[src/hw/usb_bulk_pkg.sv]
package usb_bulk_pkg;

  // stream byte and endpoint widths
  localparam int DATA_W = 8;
  localparam int ENDPT_W = 4;

  typedef logic [DATA_W-1:0] byte_t;  // one stream data byte
  typedef logic [ENDPT_W-1:0] endpt_t;  // usb endpoint number

  // telemetry is read back through bulk IN endpoint 2
  localparam endpt_t DEF_TELE_ENDPOINT = 4'd2;

  // queue depth in entries, must be a power of two
  localparam int DEF_TELE_DEPTH = 16;

  // fill level that forces bulk IN ready
  // equal to the depth, so only a full queue forces it
  localparam int DEF_READY_LEVEL = 16;

endpackage

[src/hw/usb_reset_sync.sv]
`timescale 1ns/100ps
module usb_reset_sync (
  input  logic clock,
  input  logic areset_n,
  input  logic usb_reset_i,
  output logic reset_o,
  output logic reset_no
);

  logic [3:0] chain_q;  // fills with ones from bit 0 upward

  always_ff @(posedge clock or negedge areset_n) begin
    if (!areset_n) begin
      chain_q <= 4'h0;
    end else begin
      // last stage also drops while the host holds the bus in reset
      chain_q <= {chain_q[2] & ~usb_reset_i, chain_q[1], chain_q[0], 1'b1};
    end
  end

  assign reset_no = chain_q[1];  // phy side reset, released early
  assign reset_o = ~chain_q[3];  // core reset, released last

  // core must never come out of reset ahead of the phy
  a_release_order: assert property (
    @(posedge clock) disable iff (!areset_n)
    !reset_o |-> reset_no
  ) else $error("core reset released before reset_no");

endmodule

[src/hw/telemetry_capture.sv]
`timescale 1ns/100ps
module telemetry_capture #(
  parameter int TELE_DEPTH = usb_bulk_pkg::DEF_TELE_DEPTH,
  localparam int LEVEL_W = $clog2(TELE_DEPTH) + 1
) (
  input  logic                clock,
  input  logic                reset_i,
  input  usb_bulk_pkg::byte_t status_i,
  input  logic                drain_i,
  output logic                tele_tvalid_o,
  input  logic                tele_tready_i,
  output logic                tele_tlast_o,
  output usb_bulk_pkg::byte_t tele_tdata_o,
  output logic [LEVEL_W-1:0]  tele_level_o,
  output logic                has_telemetry_o
);

  import usb_bulk_pkg::*;

  localparam int PTR_W = $clog2(TELE_DEPTH);
  localparam int HAS_LEVEL = 4;  // minimum fill worth reporting

  byte_t mem_q [TELE_DEPTH];  // circular status queue

  logic [PTR_W-1:0] wr_ptr_q;
  logic [PTR_W-1:0] rd_ptr_q;
  logic [LEVEL_W-1:0] level_q;
  byte_t last_q;  // last byte that went into the queue
  logic has_q;

  logic change_w;
  logic full_w;
  logic push_w;
  logic pop_w;

  assign change_w = status_i != last_q;
  assign full_w = level_q == LEVEL_W'(TELE_DEPTH);

  // capture is frozen for the whole drain cycle, so push and pop never meet
  assign push_w = change_w && !drain_i && !full_w;
  assign pop_w = tele_tvalid_o && tele_tready_i;

  assign tele_tvalid_o = drain_i && (level_q != '0);
  assign tele_tlast_o = level_q == LEVEL_W'(1);  // beat that empties the queue
  assign tele_tdata_o = mem_q[rd_ptr_q];

  assign tele_level_o = level_q;
  assign has_telemetry_o = has_q;

  always_ff @(posedge clock) begin
    if (reset_i) begin
      wr_ptr_q <= '0;
      rd_ptr_q <= '0;
      level_q <= '0;
      last_q <= '0;
      has_q <= 1'b0;
    end else begin
      if (push_w) begin
        wr_ptr_q <= wr_ptr_q + 1'b1;
        last_q <= status_i;
      end
      if (pop_w) begin
        rd_ptr_q <= rd_ptr_q + 1'b1;  // wraps, depth is a power of two
      end

      case ({push_w, pop_w})
        2'b10: level_q <= level_q + 1'b1;
        2'b01: level_q <= level_q - 1'b1;
        default: level_q <= level_q;
      endcase

      has_q <= level_q >= HAS_LEVEL;  // one cycle behind the level
    end
  end

  // queue storage
  always_ff @(posedge clock) begin
    if (push_w) begin
      mem_q[wr_ptr_q] <= status_i;
    end
  end

  a_level_bound: assert property (
    @(posedge clock) disable iff (reset_i)
    level_q <= TELE_DEPTH
  ) else $error("telemetry level above queue depth");

endmodule

[src/hw/in_source_mux.sv]
`timescale 1ns/100ps
module in_source_mux #(
  parameter usb_bulk_pkg::endpt_t TELE_ENDPOINT = usb_bulk_pkg::DEF_TELE_ENDPOINT,
  parameter int TELE_DEPTH = usb_bulk_pkg::DEF_TELE_DEPTH,
  parameter int READY_LEVEL = usb_bulk_pkg::DEF_READY_LEVEL,
  localparam int LEVEL_W = $clog2(TELE_DEPTH) + 1
) (
  input  logic                 clock,
  input  logic                 reset_i,
  input  usb_bulk_pkg::endpt_t blk_endpt_i,
  input  logic                 blk_in_ready_i,
  input  logic [LEVEL_W-1:0]   tele_level_i,
  output logic                 blk_in_ready_o,
  output logic                 tele_sel_o,
  input  logic                 s_axis_tvalid_i,
  output logic                 s_axis_tready_o,
  input  logic                 s_axis_tlast_i,
  input  logic                 s_axis_tkeep_i,
  input  usb_bulk_pkg::byte_t  s_axis_tdata_i,
  input  logic                 tele_tvalid_i,
  output logic                 tele_tready_o,
  input  logic                 tele_tlast_i,
  input  usb_bulk_pkg::byte_t  tele_tdata_i,
  output logic                 mux_tvalid_o,
  input  logic                 mux_tready_i,
  output logic                 mux_tlast_o,
  output logic                 mux_tkeep_o,
  output usb_bulk_pkg::byte_t  mux_tdata_o
);

  logic sel_q;  // telemetry endpoint is the current bulk target
  logic ready_q;

  always_ff @(posedge clock) begin
    if (reset_i) begin
      sel_q <= 1'b0;
      ready_q <= 1'b0;
    end else begin
      sel_q <= blk_endpt_i == TELE_ENDPOINT;
      // a full telemetry queue must be allowed out even with no user data
      ready_q <= blk_in_ready_i || (tele_level_i >= READY_LEVEL);
    end
  end

  assign tele_sel_o = sel_q;
  assign blk_in_ready_o = ready_q;

  // 2:1 stream select
  assign mux_tvalid_o = sel_q ? tele_tvalid_i : s_axis_tvalid_i;
  assign mux_tlast_o = sel_q ? tele_tlast_i : s_axis_tlast_i;
  assign mux_tkeep_o = sel_q ? 1'b1 : s_axis_tkeep_i;  // every telemetry byte is kept
  assign mux_tdata_o = sel_q ? tele_tdata_i : s_axis_tdata_i;

  assign tele_tready_o = sel_q & mux_tready_i;
  assign s_axis_tready_o = ~sel_q & mux_tready_i;  // user side stalled on telemetry

endmodule

[src/hw/axis_skid.sv]
`timescale 1ns/100ps
module axis_skid #(
  parameter int WIDTH = 9
) (
  input  logic             clock,
  input  logic             reset_i,
  input  logic             s_tvalid_i,
  output logic             s_tready_o,
  input  logic [WIDTH-1:0] s_tdata_i,
  output logic             m_tvalid_o,
  input  logic             m_tready_i,
  output logic [WIDTH-1:0] m_tdata_o
);

  logic             m_valid_q;
  logic [WIDTH-1:0] m_data_q;
  logic             sk_valid_q;  // second entry, used only under stall
  logic [WIDTH-1:0] sk_data_q;
  logic             ready_q;

  logic s_fire_w;
  logic advance_w;  // output register free to take a new beat
  logic load_main_w;
  logic load_skid_w;
  logic sk_valid_next_w;

  assign s_fire_w = s_tvalid_i && ready_q;
  assign advance_w = m_tready_i || !m_valid_q;

  // input goes straight to main unless the skid entry is still waiting
  assign load_main_w = advance_w && !sk_valid_q && s_fire_w;
  assign load_skid_w = !advance_w && s_fire_w;

  always_comb begin
    sk_valid_next_w = sk_valid_q;
    if (advance_w) begin
      sk_valid_next_w = 1'b0;  // skid entry moves up to main
    end else if (s_fire_w) begin
      sk_valid_next_w = 1'b1;
    end
  end

  always_ff @(posedge clock) begin
    if (reset_i) begin
      m_valid_q <= 1'b0;
      sk_valid_q <= 1'b0;
      ready_q <= 1'b0;
    end else begin
      if (advance_w) begin
        m_valid_q <= sk_valid_q || s_fire_w;
      end
      sk_valid_q <= sk_valid_next_w;
      ready_q <= !sk_valid_next_w;  // registered, breaks the ready path
    end
  end

  always_ff @(posedge clock) begin
    if (advance_w && sk_valid_q) begin
      m_data_q <= sk_data_q;
    end else if (load_main_w) begin
      m_data_q <= s_tdata_i;
    end
    if (load_skid_w) begin
      sk_data_q <= s_tdata_i;
    end
  end

  assign s_tready_o = ready_q;
  assign m_tvalid_o = m_valid_q;
  assign m_tdata_o = m_data_q;

  a_hold_on_stall: assert property (
    @(posedge clock) disable iff (reset_i)
    m_tvalid_o && !m_tready_i |=> m_tvalid_o && $stable(m_tdata_o)
  ) else $error("skid output changed while stalled");

endmodule

[src/hw/bulk_in_path.sv]
`timescale 1ns/100ps
module bulk_in_path #(
  parameter usb_bulk_pkg::endpt_t TELE_ENDPOINT = usb_bulk_pkg::DEF_TELE_ENDPOINT,
  parameter int TELE_DEPTH = usb_bulk_pkg::DEF_TELE_DEPTH,
  parameter int READY_LEVEL = usb_bulk_pkg::DEF_READY_LEVEL
) (
  input  logic                 clock,
  input  logic                 areset_n,
  input  logic                 usb_reset_i,
  output logic                 reset_no,
  input  usb_bulk_pkg::endpt_t blk_endpt_i,
  input  logic                 blk_cycle_i,
  input  logic                 blk_in_ready_i,
  output logic                 blk_in_ready_o,
  input  usb_bulk_pkg::byte_t  status_i,
  output logic                 has_telemetry_o,
  input  logic                 s_axis_tvalid_i,
  output logic                 s_axis_tready_o,
  input  logic                 s_axis_tlast_i,
  input  logic                 s_axis_tkeep_i,
  input  usb_bulk_pkg::byte_t  s_axis_tdata_i,
  output logic                 m_axis_tvalid_o,
  input  logic                 m_axis_tready_i,
  output logic                 m_axis_tlast_o,
  output logic                 m_axis_tkeep_o,
  output usb_bulk_pkg::byte_t  m_axis_tdata_o
);

  import usb_bulk_pkg::*;

  localparam int LEVEL_W = $clog2(TELE_DEPTH) + 1;
  localparam int SKID_W = DATA_W + 2;  // keep, last and the byte

  logic reset_w;

  logic tele_tvalid_w;
  logic tele_tready_w;
  logic tele_tlast_w;
  byte_t tele_tdata_w;
  logic [LEVEL_W-1:0] tele_level_w;
  logic tele_sel_w;
  logic drain_w;

  logic mux_tvalid_w;
  logic mux_tready_w;
  logic mux_tlast_w;
  logic mux_tkeep_w;
  byte_t mux_tdata_w;
  logic [SKID_W-1:0] skid_out_w;

  usb_reset_sync u_reset_sync (
    .clock      (clock),
    .areset_n   (areset_n),
    .usb_reset_i(usb_reset_i),
    .reset_o    (reset_w),
    .reset_no   (reset_no)
  );

  // telemetry only drains inside a bulk cycle aimed at its endpoint
  assign drain_w = blk_cycle_i & tele_sel_w;

  telemetry_capture #(
    .TELE_DEPTH(TELE_DEPTH)
  ) u_telemetry (
    .clock          (clock),
    .reset_i        (reset_w),
    .status_i       (status_i),
    .drain_i        (drain_w),
    .tele_tvalid_o  (tele_tvalid_w),
    .tele_tready_i  (tele_tready_w),
    .tele_tlast_o   (tele_tlast_w),
    .tele_tdata_o   (tele_tdata_w),
    .tele_level_o   (tele_level_w),
    .has_telemetry_o(has_telemetry_o)
  );

  in_source_mux #(
    .TELE_ENDPOINT(TELE_ENDPOINT),
    .TELE_DEPTH   (TELE_DEPTH),
    .READY_LEVEL  (READY_LEVEL)
  ) u_source_mux (
    .clock          (clock),
    .reset_i        (reset_w),
    .blk_endpt_i    (blk_endpt_i),
    .blk_in_ready_i (blk_in_ready_i),
    .tele_level_i   (tele_level_w),
    .blk_in_ready_o (blk_in_ready_o),
    .tele_sel_o     (tele_sel_w),
    .s_axis_tvalid_i(s_axis_tvalid_i),
    .s_axis_tready_o(s_axis_tready_o),
    .s_axis_tlast_i (s_axis_tlast_i),
    .s_axis_tkeep_i (s_axis_tkeep_i),
    .s_axis_tdata_i (s_axis_tdata_i),
    .tele_tvalid_i  (tele_tvalid_w),
    .tele_tready_o  (tele_tready_w),
    .tele_tlast_i   (tele_tlast_w),
    .tele_tdata_i   (tele_tdata_w),
    .mux_tvalid_o   (mux_tvalid_w),
    .mux_tready_i   (mux_tready_w),
    .mux_tlast_o    (mux_tlast_w),
    .mux_tkeep_o    (mux_tkeep_w),
    .mux_tdata_o    (mux_tdata_w)
  );

  axis_skid #(
    .WIDTH(SKID_W)
  ) u_skid (
    .clock     (clock),
    .reset_i   (reset_w),
    .s_tvalid_i(mux_tvalid_w),
    .s_tready_o(mux_tready_w),
    .s_tdata_i ({mux_tkeep_w, mux_tlast_w, mux_tdata_w}),
    .m_tvalid_o(m_axis_tvalid_o),
    .m_tready_i(m_axis_tready_i),
    .m_tdata_o (skid_out_w)
  );

  assign m_axis_tkeep_o = skid_out_w[DATA_W+1];
  assign m_axis_tlast_o = skid_out_w[DATA_W];
  assign m_axis_tdata_o = skid_out_w[DATA_W-1:0];

endmodule

[config.mk]
export PLATFORM = sky130hd
export DESIGN_NAME = bulk_in_path
export DESIGN_NICKNAME = d
export VERILOG_FILES = /design/src/hw/usb_bulk_pkg.sv /design/src/hw/usb_reset_sync.sv /design/src/hw/telemetry_capture.sv /design/src/hw/in_source_mux.sv /design/src/hw/axis_skid.sv /design/src/hw/bulk_in_path.sv
export SDC_FILE = /design/constraint.sdc
export NUM_CORES = 1
export LEC_CHECK = 0
export BUFFER_PORTS_ARGS = -buffer_cell sky130_fd_sc_hd__buf_2
export CORE_MARGIN = 4
export CORE_UTILIZATION = 45
export DETAILED_ROUTE_END_ITERATION = 10
export GPL_TIMING_DRIVEN = 0
export PLACE_DENSITY = 0.63
export SLEW_MARGIN = 40
export SYNTH_ARGS = -nofsm -noshare
export SYNTH_HDL_FRONTEND = slang
export SYNTH_SLANG_ARGS = --single-unit
[constraint.sdc]
create_clock -name clock -period 3.14 [get_ports clock]
set_input_delay 0.628 -clock clock [delete_from_list [all_inputs] [get_ports clock]]
set_output_delay 0.628 -clock clock [all_outputs]
set_load 0.02 [all_outputs]
==> impl_results.md, run 1 <==
* Detailed Route Iter0 Violations at 307
* FP Rows at 46
* H-tree depth at 4
* Routed wire per std cell at 19.8 um
* GP Congestion at 0.778
* P_leak at 2.92 nW
* HP Start: usb_reset_i
* Final std cells w/o fill at 752
* Slew Viols, Final at 0
* Sum Neg Setup Slack at 0 ps
* Max-Cap Viols at 0
* Setup Fix Bufs, Post-CTS at 0
* Min Tclk post-route at 2760 ps
* CTS tree: built
* Crit path kind: flop to flop
* Synth Cell Area at 7470 sq um
* Setup violators final at 0
* Die Y at 137 um
* Status: completed
* Distinct cell type count after synthesis at 44
* Layout fillers at 1309
* CP Data Arrival Time at 2810 ps
* Synth Register Bits at 183
* Critical Path Start Type: flop
* Die width at 137 um
* DRC at 0
* Reg2reg setup slack at 380 ps
* Post-DP HPWL at 10000 um
* First-pass GRT wire length at 22800 um
* Max IR drop VDD at 0.399 mV
* Fmax at 362 MHz
* Most frequent cells in the layout: edfxtp_1, mux2i_1, buf_2, dfxtp_1, nor2b_1
* Critical path endpoint category: flop
* Total length of routed wires at 14900 um
* Fin nets at 562
* Max clock buf depth at 2
* Hold crit path type: input port to flop
* RSZ-0062 raised after global routing: no
* Final period util at 0.879
* Ports at 44
* Final Hold Violating Endpoints at 0
* DRT antenna net count at 0
* Initial Utilization at 0.465
* Number of global-route vias before repair at 3992
* Largest net degree at the start of global routing at 19
* Die area at 18700 sq um
* Dpl cells at 719
* Core footprint at 16100 sq um
* Routed vias at 3951
* Sequential-to-total area share from yosys stat at 0.691
* Worst slew margin at 0.486
* Layout cells sized above 1 at 0.243
* Root Buffer: clkbuf_16
* Worst EP required at 3190 ps
* Synth Flop Type: edfxtp_1
* Worst Setup SP: u_telemetry.tele_level_o[0]
* Vias per std cell at 5.25
* Clock transition at path regs at 60 ps
* Sink Count at 183
* Actual slew at the worst max-slew pin at 769 ps
* Commonest non-fill, non-tap cell in the layout: edfxtp_1
* Overflow after GRT at 0
* Antenna fix cells at 0
* Clock latency on the worst-skew pair at 430 ps
* Final Cell Area at 8500 sq um
* Post-DP Area at 7980 sq um
* Syn_area_per_cell at 16.2 sq um
* Async SR Flop Fraction at 0.0219
* Warning count from the yosys run at 0
* CTS buffer count at 17
* Gr usage total at 0.169
* P&R area growth vs syn at 13.7%
* Post-Syn Nets at 499
* CP Max Fanout at 10
* Post-synth EDFFs at 148
* Clock skew at 9.49 ps
* IO buf count at 43
* Cells after synthesis at 460
* Initial antenna violation count at 0
* First-pass DRT Iterations at 4
* PwrDens at 550 nW/um^2
* R2r startpoint: u_telemetry.tele_level_o[0]
where the power goes:
part / internal, mW / total, mW / leakage (nW) / switching [mW]
Clock: 0.991 / 1.84 / 0.239 / 0.850
Combinational: 0.0611 / 0.167 / 1.03 / 0.105
Sequential: 2.66 / 2.67 / 1.64 / 0.0130
Total: 3.71 / 4.68 / 2.92 / 0.969
state kept, by name, summed over array words and instances, names as in the netlist, named ones only:
signal / flops
u_telemetry.last_q: 8
u_reset_sync.chain_q: 4
u_telemetry.rd_ptr_q: 4
u_telemetry.mem_q: 128
u_source_mux.tele_sel_o: 1
u_skid.sk_data_q: 10
u_skid.sk_valid_q: 1
u_telemetry.has_telemetry_o: 1
u_telemetry.wr_ptr_q: 4
u_skid.m_tvalid_o: 1
u_skid.m_tdata_o: 10
u_telemetry.tele_level_o: 5
u_skid.s_tready_o: 1
u_source_mux.blk_in_ready_o: 1
cell usage after synthesis (2+ instances only):
cell,number,area [sq um]
a211oi_2,7,87.6
a21boi_0,3,22.5
a21oi_1,13,65.1
a22oi_1,16,120
and2_1,9,56.3
buf_1,5,18.8
buf_2,2,10.0
buf_4,3,22.5
buf_6,6,67.6
clkbuf_1,4,15.0
dfrtp_1,4,100
dfxtp_1,31,621
edfxtp_1,148,4440
ha_1,10,125
inv_1,8,30.0
mux2_2,10,113
mux2i_1,45,450
mux4_1,3,78.8
mux4_2,13,293
nand2_1,11,41.3
nand2b_1,5,31.3
nand3_1,4,20.0
nor2_1,25,93.8
nor2b_1,24,150
nor3_1,6,30.0
nor3_2,8,80.1
nor4_1,2,12.5
o21a_1,2,15.0
o21ai_0,4,20.0
or3_1,2,12.5
xnor2_1,5,43.8
xor2_1,10,87.6
metal layers:
layer | global-route usage | vias up | part of all wire
li1 | - | 1867 | -
met1 | 0.237 | 1963 | 0.46
met2 | 0.262 | 107 | 0.47
met3 | 0.0390 | 14 | 0.051
met4 | 0.0599 | 0 | 0.011
met5 | 0 | - | 0
area by class of cell:
cell class	count	area, sq um	share of cell area
Timing Repair Buffer	44	225	0.0265
Sequential cell	183	5160	0.608
Clock buffer	20	437	0.0514
Buffer	21	139	0.0163
Tap cell	216	270	0.0318
Multi-Input combinational cell	248	2170	0.255
Clock inverter	12	62.6	0.00736
Inverter	8	30.0	0.00353
worst max-delay path, cell delays in order (launching register included):
cell and delay [ps]:
dfxtp_1 460, nor3_1 120, a32o_1 330, a21oi_2 440, buf_6 240, nand2_1 170, nor2_1 630
worst paths after layout:
| kind | endpoint | cells after the start |
|---|---|---|
| worst max register to register | u_telemetry.mem_q[13][6] | 6 |
| max in group asynchronous | u_reset_sync.chain_q[3] | 2 |
| worst min-delay path | u_reset_sync.chain_q[3] | 2 |
| worst min register to register | u_reset_sync.chain_q[1] | 0 |
| min in group asynchronous | u_reset_sync.chain_q[1] | 2 |
| worst max-delay path | u_telemetry.mem_q[13][6] | 6 |
logic make-up after synthesis:
logic type | synth area share
compound gates | 0.0477
mux | 0.125
xor+xnor | 0.0176
simple gates | 0.0784
buf+inv | 0.0226
flops | 0.691
fa+ha+maj | 0.0167
other cells | 0.000502
per-stage QoR:
step,hold slack (ps),power [mW],util,setup WS (ps)
5_1_grt,332,4.83,0.529,176
6_report,348,4.68,0.529,380
4_1_cts,328,4.71,0.529,288
2_1_floorplan,331,2.80,-,648
3_5_place_dp,344,2.89,0.497,-84.8
3_3_place_gp,337,2.88,0.495,-338
what timing repair did:
| action | 4_1_cts | 5_1_grt |
|---|---|---|
| hold buffers | 1 | 0 |
| resized for setup | 0 | 0 |
| hold endpoints to repair | 4 | 0 |
Power figures use the tool's default switching activity.
==> run 2: changes to the inputs <==
--- a/config.mk
+++ b/config.mk
@@ -6,11 +6,14 @@
 export NUM_CORES = 1
 export LEC_CHECK = 0
 export BUFFER_PORTS_ARGS = -buffer_cell sky130_fd_sc_hd__buf_2
+export CAP_MARGIN = 15
 export CORE_MARGIN = 4
 export CORE_UTILIZATION = 45
+export CTS_BUF_LIST = sky130_fd_sc_hd__clkbuf_16
 export DETAILED_ROUTE_END_ITERATION = 10
 export GPL_TIMING_DRIVEN = 0
 export PLACE_DENSITY = 0.63
+export REMOVE_ABC_BUFFERS = 1
 export SLEW_MARGIN = 40
 export SYNTH_ARGS = -nofsm -noshare
 export SYNTH_HDL_FRONTEND = slang
==> run 2 against run 1 <==
Sequential share of layout area decreased by 0.13 points. Non-clock buffer count decreased by 19. Die area unchanged. Combinational power down 4%. Utilization is 0.19 points higher. Design area is 0.35% higher. Clock skew up 2.5 ps. Total power rose by 6.1%. Count of clock-buffer cells in the layout shrank 3. Critical path type unchanged. Critical endpoint is now u_telemetry.mem_q[8][2].
==> impl_results.md, run 2 (same netlist as run 1, synthesis figures left out) <==
* Status: completed
* Switching Fraction at 0.213 (+0.00537)
* Setup violators final at 0 (unchanged)
* Clock latency on the worst-skew pair at 430 ps (about the same)
* Critical path depth in cells at 5 (-1)
* Max-Cap Viols at 0 (unchanged)
* Multi-input logic area at 2190 sq um (+0.87%)
* Largest net degree at the start of global routing at 31 (+12)
* Clk pwr share at 0.429 (+0.035)
* Post-DP HPWL at 9570 um (-4.7%)
* Critical-path top delay cell: nor2_1
* CP top delay family: simple AND/OR/NAND/NOR gates
* Slew Viols, Final at 0 (unchanged)
* P_leak at 2.92 nW (about the same)
* Sum Neg Setup Slack at 0 ps (unchanged)
* Clock skew at 11.9 ps (+2.45 ps)
* Initial Utilization at 0.465 (unchanged)
* Total length of routed wires at 14400 um (-3.4%)
* CP Max Fanout at 16 (+6)
* Critical path endpoint category: flop
* Logic gate share of total power at 0.032 (-0.004)
* Detailed Route Iter0 Violations at 319 (+3.9%)
* First-pass DRT Iterations at 4 (unchanged)
* Gr usage total at 0.163 (-0.00636)
* Fmax at 367 MHz (+1.4%)
* Min Tclk post-route at 2720 ps (-37.6 ps)
* GP Congestion at 0.782 (+0.45%)
* Reg with most FFs: u_telemetry.mem_q
* H-tree depth at 4 (unchanged)
* Worst Setup SP: u_telemetry.tele_level_o[0]
* Commonest non-fill, non-tap cell in the layout: edfxtp_1
* Buf+Inv Stages, Crit Path at 0 (-1)
* Crit-path max cell delay at 660 ps (+30 ps)
* Final Hold Violating Endpoints at 0 (unchanged)
* Die Y at 137 um (unchanged)
* Layout fillers at 1259 (-3.8%)
* Register area at 5170 sq um (+0.15%)
* Flop pwr share at 0.538 (-0.033)
* Most frequent cells in the layout: edfxtp_1, mux2i_1, buf_2, dfxtp_1, nor2b_1
* First-pass GRT wire length at 22300 um (-2.2%)
* Die area at 18700 sq um (unchanged)
* Worst EP required at 3200 ps (about the same)
* DRT antenna net count at 0 (unchanged)
* Antenna fix cells at 0 (unchanged)
* Max reg flops at 128 (unchanged)
* Worst slew margin at 0.477 (-0.00854)
* Clock transition at path regs at 70 ps (about the same)
* Layout cells sized above 1 at 0.255 (+0.0128)
* Reg2Reg Depth at 5 (-1)
* RSZ-0062 raised after global routing: no
* IO buf count at 43 (unchanged)
* Fin nets at 543 (-3.4%)
* CTS tree: built
* Reg2reg end: u_telemetry.mem_q[8][2]
* Overflow after GRT at 0 (unchanged)
* PwrDens at 582 nW/um^2 (+5.7%)
* Crit path kind: flop to flop
* Hold crit path type: input port to flop
* R2r startpoint: u_telemetry.tele_level_o[0]
* Critical-path cell list: nor3_1 -> a32o_1 -> a21oi_4 -> nand2_1 -> nor2_1
* Post-DP Area at 7900 sq um (-0.97%)
* Final period util at 0.867 (-0.0120)
* Routed vias at 3897 (-1.4%)
* CP Data Arrival Time at 2780 ps (-30 ps)
* P&R area growth vs syn at 14.1%
* Max clock buf depth at 2 (unchanged)
* Max IR drop VDD at 0.415 mV (+3.9%)
* Number of global-route vias before repair at 3852 (-3.5%)
* Sink Count at 183 (unchanged)
* Root Buffer: clkbuf_16
* Reg2reg setup slack at 420 ps (+40 ps)
* Actual slew at the worst max-slew pin at 780 ps (+11.4 ps)
* Int Power at 3.91 mW (+5.4%)
* Core footprint at 16100 sq um (unchanged)
* CTS buffer count at 17 (unchanged)
* Critical Path Start Type: flop
* Die width at 137 um (unchanged)
* Ports at 44 (unchanged)
* Initial antenna violation count at 0 (unchanged)
* Routed wire per std cell at 19.6 um (-0.86%)
* FP Rows at 46 (unchanged)
* Psw at 1.05 mW (+8.9%)
* Setup Fix Bufs, Post-CTS at 0 (unchanged)
* Critical Path Sink: u_telemetry.mem_q[8][2]
* DRC at 0 (unchanged)
* Vias per std cell at 5.32 (+1.2%)
* Final Cell Area at 8530 sq um (+0.35%)
-- run 2: final cells by class --
| class | count | area share |
|---|---|---|
| Tap cell | 216 | 0.0317 |
| Clock inverter | 15 | 0.0198 |
| Clock buffer | 17 | 0.0499 |
| Multi-Input combinational cell | 248 | 0.256 |
| Inverter | 8 | 0.00352 |
| Sequential cell | 183 | 0.607 |
| Timing Repair Buffer | 46 | 0.0320 |
-- run 2: how the worst min path moves through the flow --
stage | end | start | cells after the start
finish | u_reset_sync.chain_q[3] | usb_reset_i | 2
global route | u_reset_sync.chain_q[3] | usb_reset_i | 2
CTS | u_reset_sync.chain_q[3] | usb_reset_i | 2
detailed placement | u_reset_sync.chain_q[1] | u_reset_sync.chain_q[0] | 0
global placement | u_reset_sync.chain_q[1] | u_reset_sync.chain_q[0] | 0
floorplan | u_reset_sync.chain_q[0] | areset_n | 0
-- run 2: per-stage QoR --
step           cells  hold slack [ps]  total power, mW  setup slack (ps)   util
6_report         733              340             4.96               418  0.531
5_1_grt          733              340             5.12               222  0.531
4_1_cts          733              325             5.00               334  0.530
3_5_place_dp     700              340             2.89             -77.7  0.492
3_3_place_gp     698              337             2.88             -1170  0.487
2_1_floorplan    439              331             2.80              -349      -
-- run 2: metal layers --
metal,vias to the layer above,track usage,part of all wire
li1,1833,-,-
met1,1940,0.221,0.45
met2,105,0.260,0.49
met3,19,0.0346,0.047
met4,0,0.0626,0.017
met5,-,0,0
-- run 2: repair_timing --
action,in CTS,in global routing
setup endpoints to repair,0,0
hold buffers,1,0
resized for setup,0,0
hold endpoints to repair,4,0
-- run 2: power groups by stage --
stage	logic [mW]	registers [mW]	clock network (mW)
6_report	0.160	2.67	2.13
5_1_grt	0.177	2.67	2.27
4_1_cts	0.162	2.67	2.17
3_5_place_dp	0.160	2.73	0
3_3_place_gp	0.152	2.72	0
2_1_floorplan	0.0751	2.73	0
==> run 3: changes to the inputs <==
--- a/config.mk
+++ b/config.mk
@@ -13,8 +13,9 @@
 export DETAILED_ROUTE_END_ITERATION = 10
 export GPL_TIMING_DRIVEN = 0
 export PLACE_DENSITY = 0.63
+export RECOVER_POWER = 50
 export REMOVE_ABC_BUFFERS = 1
-export SLEW_MARGIN = 40
+export SLEW_MARGIN = 20
 export SYNTH_ARGS = -nofsm -noshare
 export SYNTH_HDL_FRONTEND = slang
 export SYNTH_SLANG_ARGS = --single-unit
==> run 3 against run 2 <==
Utilization decreased by 0.29 points. Sequential power about the same. Count of clock-buffer cells in the layout unchanged. Global-route usage increased by 0.18 points. Largest power group unchanged.
==> impl_results.md, run 3 (same netlist as run 1, synthesis figures left out) <==
* Logic gate share of total power at 0.031 (about the same)
* Hold crit path type: input port to flop
* Layout cells sized above 1 at 0.205 (-0.0499)
* Min Tclk post-route at 2800 ps (+79.1 ps)
* Critical Path Start Type: flop
* Final period util at 0.892 (+0.0252)
* Actual slew at the worst max-slew pin at 1120 ps (+337 ps)
* Switching Fraction at 0.209 (-0.00367)
* Worst EP required at 3190 ps (about the same)
* CP Max Fanout at 16 (unchanged)
* Antenna fix cells at 0 (unchanged)
* Largest net degree at the start of global routing at 34 (+9.7%)
* CTS buffer count at 17 (unchanged)
* Psw at 1.05 mW (-0.17%)
* Worst slew margin at 0.254 (-0.223)
* IO buf count at 43 (unchanged)
* Die width at 137 um (unchanged)
* Total length of routed wires at 14500 um (+0.40%)
* P&R area growth vs syn at 13.5%
* GP Congestion at 0.782 (unchanged)
* Int Power at 3.99 mW (+2.1%)
* Sink Count at 183 (unchanged)
* DRT antenna net count at 0 (unchanged)
* Reg2reg setup slack at 340 ps (-80 ps)
* Die area at 18700 sq um (unchanged)
* Critical-path top delay cell: dfxtp_1
* Crit-path max cell delay at 730 ps (+70 ps)
* Clk pwr share at 0.439 (+0.010)
* Sum Neg Setup Slack at 0 ps (unchanged)
* Post-DP HPWL at 9470 um (-1.1%)
* Die Y at 137 um (unchanged)
* Fmax at 357 MHz (-2.8%)
* First-pass GRT wire length at 22600 um (+1.4%)
* Max IR drop VDD at 0.363 mV (-13%)
* Vias per std cell at 5.30 (-0.22%)
* First-pass DRT Iterations at 4 (unchanged)
* Commonest non-fill, non-tap cell in the layout: edfxtp_1
* Ports at 44 (unchanged)
* Setup violators final at 0 (unchanged)
* H-tree depth at 4 (unchanged)
* Gr usage total at 0.165 (+0.00181)
* Max reg flops at 128 (unchanged)
* CTS tree: built
* Root Buffer: clkbuf_16
* Critical-path cell list: nand3_1 -> a21oi_1 -> a21oi_1 -> nor2b_1 -> a21oi_1
* Final core utilization at 0.528 (-0.00288)
* Most frequent cells in the layout: edfxtp_1, mux2i_1, dfxtp_1, buf_2
* Initial antenna violation count at 0 (unchanged)
* Initial Utilization at 0.465 (unchanged)
* Routed vias at 3883 (-0.36%)
* DRC at 0 (unchanged)
* Clock skew at 10.6 ps (-1.30 ps)
* P_leak at 2.87 nW (-1.7%)
* CP dominant cell by count: a21oi_1
* Max clock buf depth at 2 (unchanged)
* Final Cell Area at 8480 sq um (-0.54%)
* Max-Cap Viols at 0 (unchanged)
* Routed wire per std cell at 19.7 um (+0.53%)
* PwrDens at 594 nW/um^2 (+2.1%)
* Core footprint at 16100 sq um (unchanged)
* Final Hold Violating Endpoints at 0 (unchanged)
* Number of global-route vias before repair at 3923 (+1.8%)
* Overflow after GRT at 0 (unchanged)
* Flop pwr share at 0.530 (-0.008)
* Status: completed
* Total power at 5.04 mW (+1.6%)
* CP Data Arrival Time at 2850 ps (+70 ps)
* Clock latency on the worst-skew pair at 430 ps (about the same)
* Fin nets at 542 (-0.18%)
* Reg with most FFs: u_telemetry.mem_q
* FP Rows at 46 (unchanged)
* Critical path endpoint category: flop
* RSZ-0062 raised after global routing: no
* Crit path kind: flop to flop
* Post-DP Area at 7860 sq um (-0.55%)
* Slew Viols, Final at 0 (unchanged)
* Detailed Route Iter0 Violations at 330 (+3.4%)
* Clock transition at path regs at 70 ps (about the same)
[run 3: cell count changes in the layout (fill, tap and decap cells not counted), sizes merged]
cell / change
clkinv: -2
inv: +1
bufinv: +1
clkbuf: +15
buf: -16
[run 3: critical path, delay by kind of cell, from the launching register on]
kind / cells / cell delay [ps]
simple gates: 2 / 350
compound gates: 3 / 1330
flops: 1 / 730
[run 3: cell type report]
cell class                      instances  area [sq um]
Fill cell                            1303          7580
Sequential cell                       183          5170
Multi-Input combinational cell        248          2160
Clock buffer                           17           425
Tap cell                              216           270
Timing Repair Buffer                   45           234
Clock inverter                         15           191
Inverter                                8          30.0
[run 3: worst paths after layout]
check                                   startpoint  depth (start not counted)                       to
hold / removal                         usb_reset_i                          2  u_reset_sync.chain_q[3]
setup reg to reg           u_source_mux.tele_sel_o                          5      u_skid.m_tdata_o[7]
min in group asynchronous                 areset_n                          2  u_reset_sync.chain_q[0]
setup / recovery           u_source_mux.tele_sel_o                          5      u_skid.m_tdata_o[7]
hold reg to reg            u_reset_sync.chain_q[0]                          0  u_reset_sync.chain_q[1]
max in group asynchronous                 areset_n                          2  u_reset_sync.chain_q[3]
[run 3: power groups by stage]
stage | sequential [mW] | combinational [mW] | clock, mW
after global placement | 2.72 | 0.152 | 0
after detailed placement | 2.73 | 0.159 | 0
after global routing | 2.67 | 0.174 | 2.36
after floorplan | 2.73 | 0.0751 | 0
after CTS | 2.67 | 0.161 | 2.25
final | 2.67 | 0.157 | 2.21
[run 3: stage by stage]
| stage | hold WS [ps] | worst slack [ps] | cells |
|---|---|---|---|
| 2_1_floorplan | 331 | -349 | 439 |
| 3_3_place_gp | 337 | -1170 | 698 |
| 3_5_place_dp | 337 | -604 | 699 |
| 4_1_cts | 328 | 73.0 | 732 |
| 5_1_grt | 338 | 118 | 732 |
| 6_report | 345 | 339 | 732 |
[run 3: timing repair]
item / CTS / global route
buffers inserted: 0 / 0
hold buffers: 1 / 0
gates resized for setup: 2 / 2
endpoints found under the setup margin: 16 / 112
hold endpoints to repair: 4 / 0
[run 3: per-layer routing]
metal,GRT usage,share of wire
met5,0,0
met2,0.263,0.48
met4,0.0543,0.015
met1,0.224,0.46
met3,0.0386,0.040
